[src/source/mipsPkg.sv]
package mipsPkg;

    // ########################################
    // Instruction word
    // ########################################

    // The same 32 bits are read as R-, I- or J-format depending on the opcode.
    typedef union packed {
        struct packed {
            logic [5:0] opcode;
            logic [4:0] rs;
            logic [4:0] rt;
            logic [4:0] rd;
            logic [4:0] shamt;
            logic [5:0] funct;
        } rFmt;
        struct packed {
            logic [5:0]  opcode;
            logic [4:0]  rs;
            logic [4:0]  rt;
            logic [15:0] imm;
        } iFmt;
        struct packed {
            logic [5:0]  opcode;
            logic [25:0] target;
        } jFmt;
    } instrWord;

    // ########################################
    // Encodings
    // ########################################

    localparam logic [5:0] opSpecial = 6'h00;
    localparam logic [5:0] opJ       = 6'h02;
    localparam logic [5:0] opJal     = 6'h03;
    localparam logic [5:0] opBeq     = 6'h04;
    localparam logic [5:0] opBne     = 6'h05;
    localparam logic [5:0] opAddiu   = 6'h09;
    localparam logic [5:0] opSltiu   = 6'h0b;
    localparam logic [5:0] opAndi    = 6'h0c;
    localparam logic [5:0] opOri     = 6'h0d;
    localparam logic [5:0] opLui     = 6'h0f;
    localparam logic [5:0] opLw      = 6'h23;
    localparam logic [5:0] opSw      = 6'h2b;

    localparam logic [5:0] fnJr   = 6'h08;
    localparam logic [5:0] fnJalr = 6'h09;
    localparam logic [5:0] fnAddu = 6'h21;
    localparam logic [5:0] fnSubu = 6'h23;
    localparam logic [5:0] fnAnd  = 6'h24;
    localparam logic [5:0] fnOr   = 6'h25;
    localparam logic [5:0] fnSlt  = 6'h2a;
    localparam logic [5:0] fnSltu = 6'h2b;

    // ########################################
    // Control field codes
    // ########################################

    localparam logic [2:0] aluAdd  = 3'd0;
    localparam logic [2:0] aluSub  = 3'd1;
    localparam logic [2:0] aluAnd  = 3'd2;
    localparam logic [2:0] aluOr   = 3'd3;
    localparam logic [2:0] aluSlt  = 3'd4;
    localparam logic [2:0] aluSltu = 3'd5;
    localparam logic [2:0] aluLui  = 3'd6;

    localparam logic extZero = 1'b0;
    localparam logic extSign = 1'b1;

    localparam logic [1:0] pcSeq    = 2'd0;
    localparam logic [1:0] pcBranch = 2'd1;
    localparam logic [1:0] pcJump   = 2'd2;
    localparam logic [1:0] pcReg    = 2'd3;

    localparam logic [1:0] wbAlu  = 2'd0;
    localparam logic [1:0] wbMem  = 2'd1;
    localparam logic [1:0] wbLink = 2'd2;

    localparam logic [1:0] dstRt = 2'd0;
    localparam logic [1:0] dstRd = 2'd1;
    localparam logic [1:0] dstRa = 2'd2;

    localparam logic stateFetch = 1'b0;
    localparam logic stateExec  = 1'b1;

    localparam logic [31:0] resetVector = 32'h0000_0040;
    localparam logic [31:0] haltAddress = 32'h0000_0000;
    localparam logic [4:0]  regV0       = 5'd2;

endpackage

[src/source/alu.sv]
`timescale 1ns/1ps

module alu import mipsPkg::*; (
    input  logic [31:0] a,
    input  logic [31:0] b,
    input  logic [2:0]  op,
    output logic [31:0] result,
    output logic        zero
);

    logic [31:0] sum;
    logic [31:0] diff;
    logic        ltSigned;
    logic        ltUnsigned;

    // ########################################
    // Shared arithmetic
    // ########################################

    assign sum  = a + b;
    assign diff = a - b;

    assign ltSigned   = $signed(a) < $signed(b);
    assign ltUnsigned = a < b;

    // ########################################
    // Result select
    // ########################################

    always_comb begin
        case (op)
            aluAdd:  result = sum;
            aluSub:  result = diff;
            aluAnd:  result = a & b;
            aluOr:   result = a | b;
            aluSlt:  result = {31'b0, ltSigned};
            aluSltu: result = {31'b0, ltUnsigned};
            // The immediate moves to the upper half, rs is ignored.
            aluLui:  result = {b[15:0], 16'b0};
            default: result = 32'b0;
        endcase
    end

    // Beq and bne subtract and look at this flag.
    assign zero = (result == 32'b0);

endmodule

[src/source/regFile.sv]
`timescale 1ns/1ps

module regFile import mipsPkg::*; (
    input  logic        clk,
    input  logic        rstN,
    input  logic        we,
    input  logic [4:0]  rdAddrA,
    input  logic [4:0]  rdAddrB,
    input  logic [4:0]  wrAddr,
    input  logic [31:0] wrData,
    output logic [31:0] rdDataA,
    output logic [31:0] rdDataB,
    output logic [31:0] v0
);

    logic [31:0] regs [32];

    always_ff @(posedge clk or negedge rstN) begin
        if (!rstN) begin
            for (int i = 0; i < 32; i++) begin
                regs[i] <= 32'b0;
            end
        end else if (we && wrAddr != 5'd0) begin
            regs[wrAddr] <= wrData;
        end
    end

    // Register zero is hardwired.
    assign rdDataA = (rdAddrA == 5'd0) ? 32'b0 : regs[rdAddrA];
    assign rdDataB = (rdAddrB == 5'd0) ? 32'b0 : regs[rdAddrB];

    assign v0 = regs[regV0];

endmodule

[src/source/controlPath.sv]
`timescale 1ns/1ps

module controlPath import mipsPkg::*; (
    input  logic        clk,
    input  logic        rstN,
    input  instrWord    instr,
    input  logic        aluZero,
    input  logic [31:0] nextPc,
    output logic        active,
    output logic        irEn,
    output logic        pcEn,
    output logic        addrSrc,
    output logic        regWe,
    output logic [1:0]  regDst,
    output logic        bSrc,
    output logic        extSel,
    output logic [2:0]  aluOp,
    output logic [1:0]  pcSrc,
    output logic [1:0]  wbSel,
    output logic        memWe
);

    logic       state;
    logic       isRFmt;
    logic       isJFmt;
    logic       isBranch;
    logic       isJump;
    logic       decRegWe;
    logic       decMemWe;
    logic       execNow;
    logic [5:0] opcode;
    logic [5:0] funct;

    // ########################################
    // Fetch / execute sequencing
    // ########################################

    assign execNow = (state == stateExec) && active;

    always_ff @(posedge clk or negedge rstN) begin
        if (!rstN) begin
            state  <= stateFetch;
            active <= 1'b1;
        end else begin
            state <= (state == stateFetch && active) ? stateExec : stateFetch;
            // A jump to the halt address ends the program.
            if (execNow && isJump && nextPc == haltAddress) begin
                active <= 1'b0;
            end
        end
    end

    assign irEn    = (state == stateFetch) && active;
    assign addrSrc = (state == stateFetch);
    assign pcEn    = execNow;
    assign regWe   = execNow && decRegWe;
    assign memWe   = execNow && decMemWe;

    // ########################################
    // Decoder
    // ########################################

    assign opcode   = instr.rFmt.opcode;
    assign funct    = instr.rFmt.funct;
    assign isRFmt   = (opcode == opSpecial);
    assign isJFmt   = (opcode == opJ) || (opcode == opJal);
    assign isBranch = (opcode == opBeq) || (opcode == opBne);
    assign isJump   = isJFmt || (isRFmt && pcSrc == pcReg);

    // Branches compare two registers, so they take rt like R-format.
    assign bSrc = isRFmt || isBranch;

    always_comb begin
        decRegWe = 1'b0;
        decMemWe = 1'b0;
        regDst   = dstRt;
        extSel   = extSign;
        aluOp    = aluAdd;
        pcSrc    = pcSeq;
        wbSel    = wbAlu;
        case (opcode)
            opSpecial: begin
                regDst = dstRd;
                case (funct)
                    fnAddu: begin
                        decRegWe = 1'b1;
                        aluOp    = aluAdd;
                    end
                    fnSubu: begin
                        decRegWe = 1'b1;
                        aluOp    = aluSub;
                    end
                    fnAnd: begin
                        decRegWe = 1'b1;
                        aluOp    = aluAnd;
                    end
                    fnOr: begin
                        decRegWe = 1'b1;
                        aluOp    = aluOr;
                    end
                    fnSlt: begin
                        decRegWe = 1'b1;
                        aluOp    = aluSlt;
                    end
                    fnSltu: begin
                        decRegWe = 1'b1;
                        aluOp    = aluSltu;
                    end
                    fnJr:   pcSrc = pcReg;
                    fnJalr: begin
                        decRegWe = 1'b1;
                        pcSrc    = pcReg;
                        wbSel    = wbLink;
                    end
                    default: ;
                endcase
            end
            opJ:   pcSrc = pcJump;
            opJal: begin
                decRegWe = 1'b1;
                regDst   = dstRa;
                pcSrc    = pcJump;
                wbSel    = wbLink;
            end
            opBeq: begin
                aluOp = aluSub;
                pcSrc = aluZero ? pcBranch : pcSeq;
            end
            opBne: begin
                aluOp = aluSub;
                pcSrc = aluZero ? pcSeq : pcBranch;
            end
            opAddiu: decRegWe = 1'b1;
            opSltiu: begin
                decRegWe = 1'b1;
                aluOp    = aluSltu;
            end
            opAndi: begin
                decRegWe = 1'b1;
                aluOp    = aluAnd;
                extSel   = extZero;
            end
            opOri: begin
                decRegWe = 1'b1;
                aluOp    = aluOr;
                extSel   = extZero;
            end
            opLui: begin
                decRegWe = 1'b1;
                aluOp    = aluLui;
                extSel   = extZero;
            end
            opLw: begin
                decRegWe = 1'b1;
                wbSel    = wbMem;
            end
            opSw:    decMemWe = 1'b1;
            default: ;
        endcase
    end

    // Architectural state only changes in the cycle right after a fetch.
    assert property (@(posedge clk) disable iff (!rstN)
        (memWe || regWe) |-> $past(irEn));

    // A link write must land in a real register.
    assert property (@(posedge clk) disable iff (!rstN)
        (regWe && wbSel == wbLink) |-> !(regDst == dstRd && instr.rFmt.rd == 5'd0));

endmodule

[src/source/dataPath.sv]
`timescale 1ns/1ps

module dataPath import mipsPkg::*; (
    input  logic        clk,
    input  logic        rstN,
    input  logic        irEn,
    input  logic        pcEn,
    input  logic        addrSrc,
    input  logic        regWe,
    input  logic [1:0]  regDst,
    input  logic        bSrc,
    input  logic        extSel,
    input  logic [2:0]  aluOp,
    input  logic [1:0]  pcSrc,
    input  logic [1:0]  wbSel,
    input  logic [31:0] memRdData,
    output instrWord    instr,
    output logic        aluZero,
    output logic [31:0] nextPc,
    output logic [31:0] memAddr,
    output logic [31:0] memWrData,
    output logic [31:0] registerV0
);

    logic [31:0] pc;
    logic [31:0] pcPlus4;
    logic [31:0] immExt;
    logic [31:0] rdDataA;
    logic [31:0] rdDataB;
    logic [31:0] aluB;
    logic [31:0] aluResult;
    logic [31:0] wbData;
    logic [4:0]  wrAddr;

    // ########################################
    // Program counter and instruction register
    // ########################################

    always_ff @(posedge clk or negedge rstN) begin
        if (!rstN) begin
            pc <= resetVector;
        end else if (pcEn) begin
            pc <= nextPc;
        end
    end

    always_ff @(posedge clk) begin
        if (irEn) begin
            instr <= memRdData;
        end
    end

    assign pcPlus4 = pc + 32'd4;

    always_comb begin
        case (pcSrc)
            pcBranch: nextPc = pcPlus4 + {immExt[29:0], 2'b00};
            pcJump:   nextPc = {pcPlus4[31:28], instr.jFmt.target, 2'b00};
            pcReg:    nextPc = rdDataA;
            default:  nextPc = pcPlus4;
        endcase
    end

    // ########################################
    // Operands and write-back
    // ########################################

    assign immExt = (extSel == extSign) ? {{16{instr.iFmt.imm[15]}}, instr.iFmt.imm}
                                        : {16'b0, instr.iFmt.imm};
    assign aluB   = bSrc ? rdDataB : immExt;

    always_comb begin
        case (regDst)
            dstRd:   wrAddr = instr.rFmt.rd;
            dstRa:   wrAddr = 5'd31;
            default: wrAddr = instr.iFmt.rt;
        endcase
    end

    always_comb begin
        case (wbSel)
            wbMem:   wbData = memRdData;
            wbLink:  wbData = pcPlus4;
            default: wbData = aluResult;
        endcase
    end

    // The PC addresses memory while fetching, the ALU result while executing.
    assign memAddr   = addrSrc ? pc : aluResult;
    assign memWrData = rdDataB;

    regFile regFileInst (
        .clk     (clk),
        .rstN    (rstN),
        .we      (regWe),
        .rdAddrA (instr.iFmt.rs),
        .rdAddrB (instr.iFmt.rt),
        .wrAddr  (wrAddr),
        .wrData  (wbData),
        .rdDataA (rdDataA),
        .rdDataB (rdDataB),
        .v0      (registerV0)
    );

    alu aluInst (
        .a      (rdDataA),
        .b      (aluB),
        .op     (aluOp),
        .result (aluResult),
        .zero   (aluZero)
    );

    assert property (@(posedge clk) disable iff (!rstN) pc[1:0] == 2'b00);

endmodule

[src/source/mipsCpu.sv]
`timescale 1ns/1ps

module mipsCpu import mipsPkg::*; (
    input  logic        clk,
    input  logic        rstN,
    input  logic [31:0] memRdData,
    output logic [31:0] memAddr,
    output logic [31:0] memWrData,
    output logic        memWe,
    output logic        active,
    output logic [31:0] registerV0
);

    instrWord    instr;
    logic        aluZero;
    logic [31:0] nextPc;
    logic        irEn;
    logic        pcEn;
    logic        addrSrc;
    logic        regWe;
    logic [1:0]  regDst;
    logic        bSrc;
    logic        extSel;
    logic [2:0]  aluOp;
    logic [1:0]  pcSrc;
    logic [1:0]  wbSel;

    controlPath controlPathInst (
        .clk     (clk),
        .rstN    (rstN),
        .instr   (instr),
        .aluZero (aluZero),
        .nextPc  (nextPc),
        .active  (active),
        .irEn    (irEn),
        .pcEn    (pcEn),
        .addrSrc (addrSrc),
        .regWe   (regWe),
        .regDst  (regDst),
        .bSrc    (bSrc),
        .extSel  (extSel),
        .aluOp   (aluOp),
        .pcSrc   (pcSrc),
        .wbSel   (wbSel),
        .memWe   (memWe)
    );

    dataPath dataPathInst (
        .clk        (clk),
        .rstN       (rstN),
        .irEn       (irEn),
        .pcEn       (pcEn),
        .addrSrc    (addrSrc),
        .regWe      (regWe),
        .regDst     (regDst),
        .bSrc       (bSrc),
        .extSel     (extSel),
        .aluOp      (aluOp),
        .pcSrc      (pcSrc),
        .wbSel      (wbSel),
        .memRdData  (memRdData),
        .instr      (instr),
        .aluZero    (aluZero),
        .nextPc     (nextPc),
        .memAddr    (memAddr),
        .memWrData  (memWrData),
        .registerV0 (registerV0)
    );

endmodule

[config.mk]
export PLATFORM = sky130hd
export DESIGN_NAME = mipsCpu
export DESIGN_NICKNAME = d
export VERILOG_FILES = /design/src/source/mipsPkg.sv /design/src/source/alu.sv /design/src/source/regFile.sv /design/src/source/controlPath.sv /design/src/source/dataPath.sv /design/src/source/mipsCpu.sv
export SDC_FILE = /design/constraint.sdc
export NUM_CORES = 2
export LEC_CHECK = 0
export BUFFER_PORTS_ARGS = -buffer_cell sky130_fd_sc_hd__buf_2
export CAP_MARGIN = 20
export CORE_MARGIN = 2
export CORE_UTILIZATION = 45
export CTS_BUF_LIST = sky130_fd_sc_hd__clkbuf_8
export DETAILED_ROUTE_END_ITERATION = 7
export GPL_TIMING_DRIVEN = 1
export PLACE_DENSITY_LB_ADDON = 0.15
export RECOVER_POWER = 100
export SLEW_MARGIN = 20
export SYNTH_ARGS = -nofsm -noshare
export SYNTH_HDL_FRONTEND = slang
export SYNTH_SLANG_ARGS = --single-unit
[constraint.sdc]
create_clock -name clk -period 21.3 [get_ports clk]
set_input_delay 3.195 -clock clk [delete_from_list [all_inputs] [get_ports clk]]
set_output_delay 3.195 -clock clk [all_outputs]
set_load 0.01 [all_outputs]
==> impl_metrics.tcl <==
set metrics [dict create \
    reg2reg_slack_ns 4.65 \
    clk_latency_ns 1.00 \
    drt_wl_total_um 241900 \
    worstMarginPinSlew_ns 8.642 \
    cts.htree.levels 4 \
    synth_edf_count 32 \
    p_sw_w 0.001003 \
    post-cts-setup-buffers 0 \
    final_nets 6297 \
    drive_gt1_share_pct 17.15 \
    yosysSeqAreaShare_pct 42.33 \
    ys_top_cells_by_area "dfrtp_1 41%, mux4_2 20%, o21ai_0 8.9%" \
    antenna_found_initial 11 \
    reg2regPathDepth 27 \
    p_int_w 0.003146 \
    r2r-start "dataPathInst.instr[17]" \
    cts_hold_buf 0 \
    synthCells 6316 \
    p_comb_share_pct 1.1 \
    clockBufferDepth 3 \
    first_pass_iters 8 \
    start_kind "register" \
    syn_area_um2 64820 \
    die_w_um 383.5 \
    power_density_nw_per_um2 59.05 \
    seqPwrFrac_pct 50.1 \
    period_needed_ns 16.82 \
    yosysWarnings 0 \
    core_um2 143300 \
    cts.repair.resized 0 \
    max_cap_violations 39 \
    required_ns 18.11 \
    path_class "reg -> out" \
    ant_nets 0 \
    area_growth_pct 8.393 \
    worstHoldStart "dataPathInst.regFileInst.regs[992]" \
    peakVddDrop_v 0.00004843 \
    fin_crit_sh_pct 78.95 \
    nFillCells 13380 \
    finalSetupViolCount 0 \
    hold_depth 0 \
    port_buffers 131 \
    worstPathMaxFanout 38 \
    power_leakage_nw 29.78 \
    fmax_ghz 0.05946 \
    hold-worst-slack_ns 0.3925 \
    violations "capacitance limit, slew limit" \
    timing.rr.end "controlPathInst.active" \
    io_pins 132 \
    maxSlewHeadroom_pct -476.2 \
    yosys.cell_types.count 100 \
    swShare_pct 24.16 \
    ys_ff_latch 1090 \
    dieArea_um2 147100 \
    viasPerCell 6.394 \
    finClkSkew_ns 0.1047 \
    hold_viol_final 0 \
    grt_usage_pct 32.84 \
    final_cell_mix "1181 x nand2_1, 1157 x o21ai_0, 1055 x dfrtp_1" \
    clkPwrFrac_pct 48.7 \
    grt_pass1_vias 50780 \
    clkSlewWorstSetupHoldPaths_ns 0.06 \
    layout_commonest_cell "nand2_1" \
    grt_max_degree 167 \
    grt_first_pass_wirelength_um 354600 \
    netlist.area_leader.share_pct 40.77 \
    tns_ns 0 \
    row_count 139 \
    routabilityCongestion 1.042 \
    critical_path_arrival_ns 13.62 \
    min_to "dataPathInst.regFileInst.regs[992]" \
    finalMaxSlewViolations 1601 \
    end_kind "output pin" \
    drc_errors 0 \
    syn_area_per_cell_um2 10.26 \
    numCtsBuffers 191 \
    syn_nets 6477 \
    hold_class "reg -> reg" \
    drtIter0Drc 5532 \
    grt_overflow 0 \
    start_util_pct 45.23 \
    status "finished, violations left" \
    rsz0062_at_grt "no" \
    cts_tree "built" \
    cts_sinks 1090 \
    synthArstFlopShare_pct 97.06 \
    vias 52410 \
    dp_hpwl_um 154300 \
    die_h_um 383.5 \
    synthFlopType "dfrtp_1" \
    wire_per_inst_um 29.51 \
    cts-root-buf "clkbuf_8" \
    synth_top_cell_by_area "dfrtp_1" \
]
## kinds of logic after synthesis
kind of cell	after synthesis	share of synthesized area, %
compound gates	1786	15.72
simple gates	1738	11.36
flops	1090	42.33
buf+inv	782	4.812
mux	726	22.38
fa+ha+maj	128	2.502
xor+xnor	66	0.8918
## power groups by stage
stage	clock (W)	sequential, W	combinational (W)
final	0.00202	0.00208	0.0000471
after detailed placement	0	0.00212	0.0000510
after global routing	0.00215	0.00208	0.0000546
after floorplan	0	0.00212	0.0000000447
after CTS	0.00205	0.00208	0.0000511
after global placement	0	0.00212	0.0000509
## worst max path at each step
stage | slack (ns) | from | cells after the start | end
global route | 4.10 | dataPathInst.instr[17] | 27 | controlPathInst.active
CTS | 8.63 | dataPathInst.instr[16] | 22 | memAddr[31]
global placement | 9.68 | dataPathInst.instr[16] | 22 | memAddr[31]
detailed placement | 9.65 | dataPathInst.instr[16] | 22 | memAddr[31]
floorplan | 11.77 | dataPathInst.instr[16] | 23 | memAddr[31]
finish | 4.48 | dataPathInst.instr[17] | 20 | memAddr[31]
## per-stage QoR
stage / util, % / cell area, um^2 / worst slack [ns] / power [W] / std cells
CTS: 49.31 / 70660 / 8.627 / 0.004183 / 8185
detailed placement: 46.53 / 66690 / 9.654 / 0.002168 / 7842
global route: 49.02 / 70240 / 4.096 / 0.004280 / 8190
floorplan: - / 64820 / 11.77 / 0.002118 / 6316
finish: 49.03 / 70260 / 4.483 / 0.004149 / 8196
global placement: 46.53 / 66680 / 9.678 / 0.002168 / 7841
## cell usage after synthesis, drive strengths merged, types with 29 or more instances
master and count:
nand2 1212, o21ai 1164, dfrtp 1056, mux4 574, clkbuf 503, a21oi 216
nor2 192, inv 147, buf 130, ha 124, mux2i 105, nor3 62
nand3 56, a21o 52, xnor2 49, mux2 47, and2 41, o211ai 33
o22ai 33, edfxtp 32, a22oi 31, o221ai 31, nor4 29
## critical path: stages, from the launching register on
cell,delay [ns]
edfxtp_1,0.36
clkbuf_1,1.99
clkbuf_1,2.04
or2_2,0.42
clkbuf_1,1.71
nor4_1,0.20
clkbuf_1,0.81
a21oi_1,1.23
a21oi_1,0.30
ha_1,0.54
nor2_1,0.21
inv_1,0.09
o21ai_1,0.25
a211oi_1,0.12
or4_1,0.49
and3_1,0.19
a222oi_1,0.27
mux2i_1,0.11
o21ai_0,0.84
mux2_2,0.30
clkbuf_1,0.16
## metal layers
| metal | up-vias | global-route usage, % | routed length, um |
|---|---|---|---|
| li1 | 22690 | - | - |
| met1 | 26570 | 46.15 | 100600 |
| met2 | 2560 | 48.99 | 105900 |
| met3 | 595 | 7.174 | 22470 |
| met4 | 2 | 14.60 | 12890 |
| met5 | - | 0 | 18 |
## layout make-up
| cell class | count | area [um^2] | share of cell area (%) |
|---|---|---|---|
| multi-input combinational | 4444 | 34440 | 49.01 |
| timing repair buffer | 260 | 1445 | 2.057 |
| clock buffer | 252 | 3468 | 4.937 |
| inverter | 149 | 559.3 | 0.7960 |
| tap | 1903 | 2381 | 3.389 |
| clock inverter | 91 | 510.5 | 0.7266 |
| sequential | 1090 | 27440 | 39.06 |
| antenna | 7 | 17.52 | 0.02493 |
## flip-flops by register name, indices dropped and copies added, names as in the netlist
register and count:
controlPathInst.state 1, controlPathInst.active 1, dataPathInst.pc 32, dataPathInst.regFileInst.regs 992
dataPathInst.regFileInst.v0 32, dataPathInst.instr 32
No activity file was read; power rests on OpenSTA's default activity.
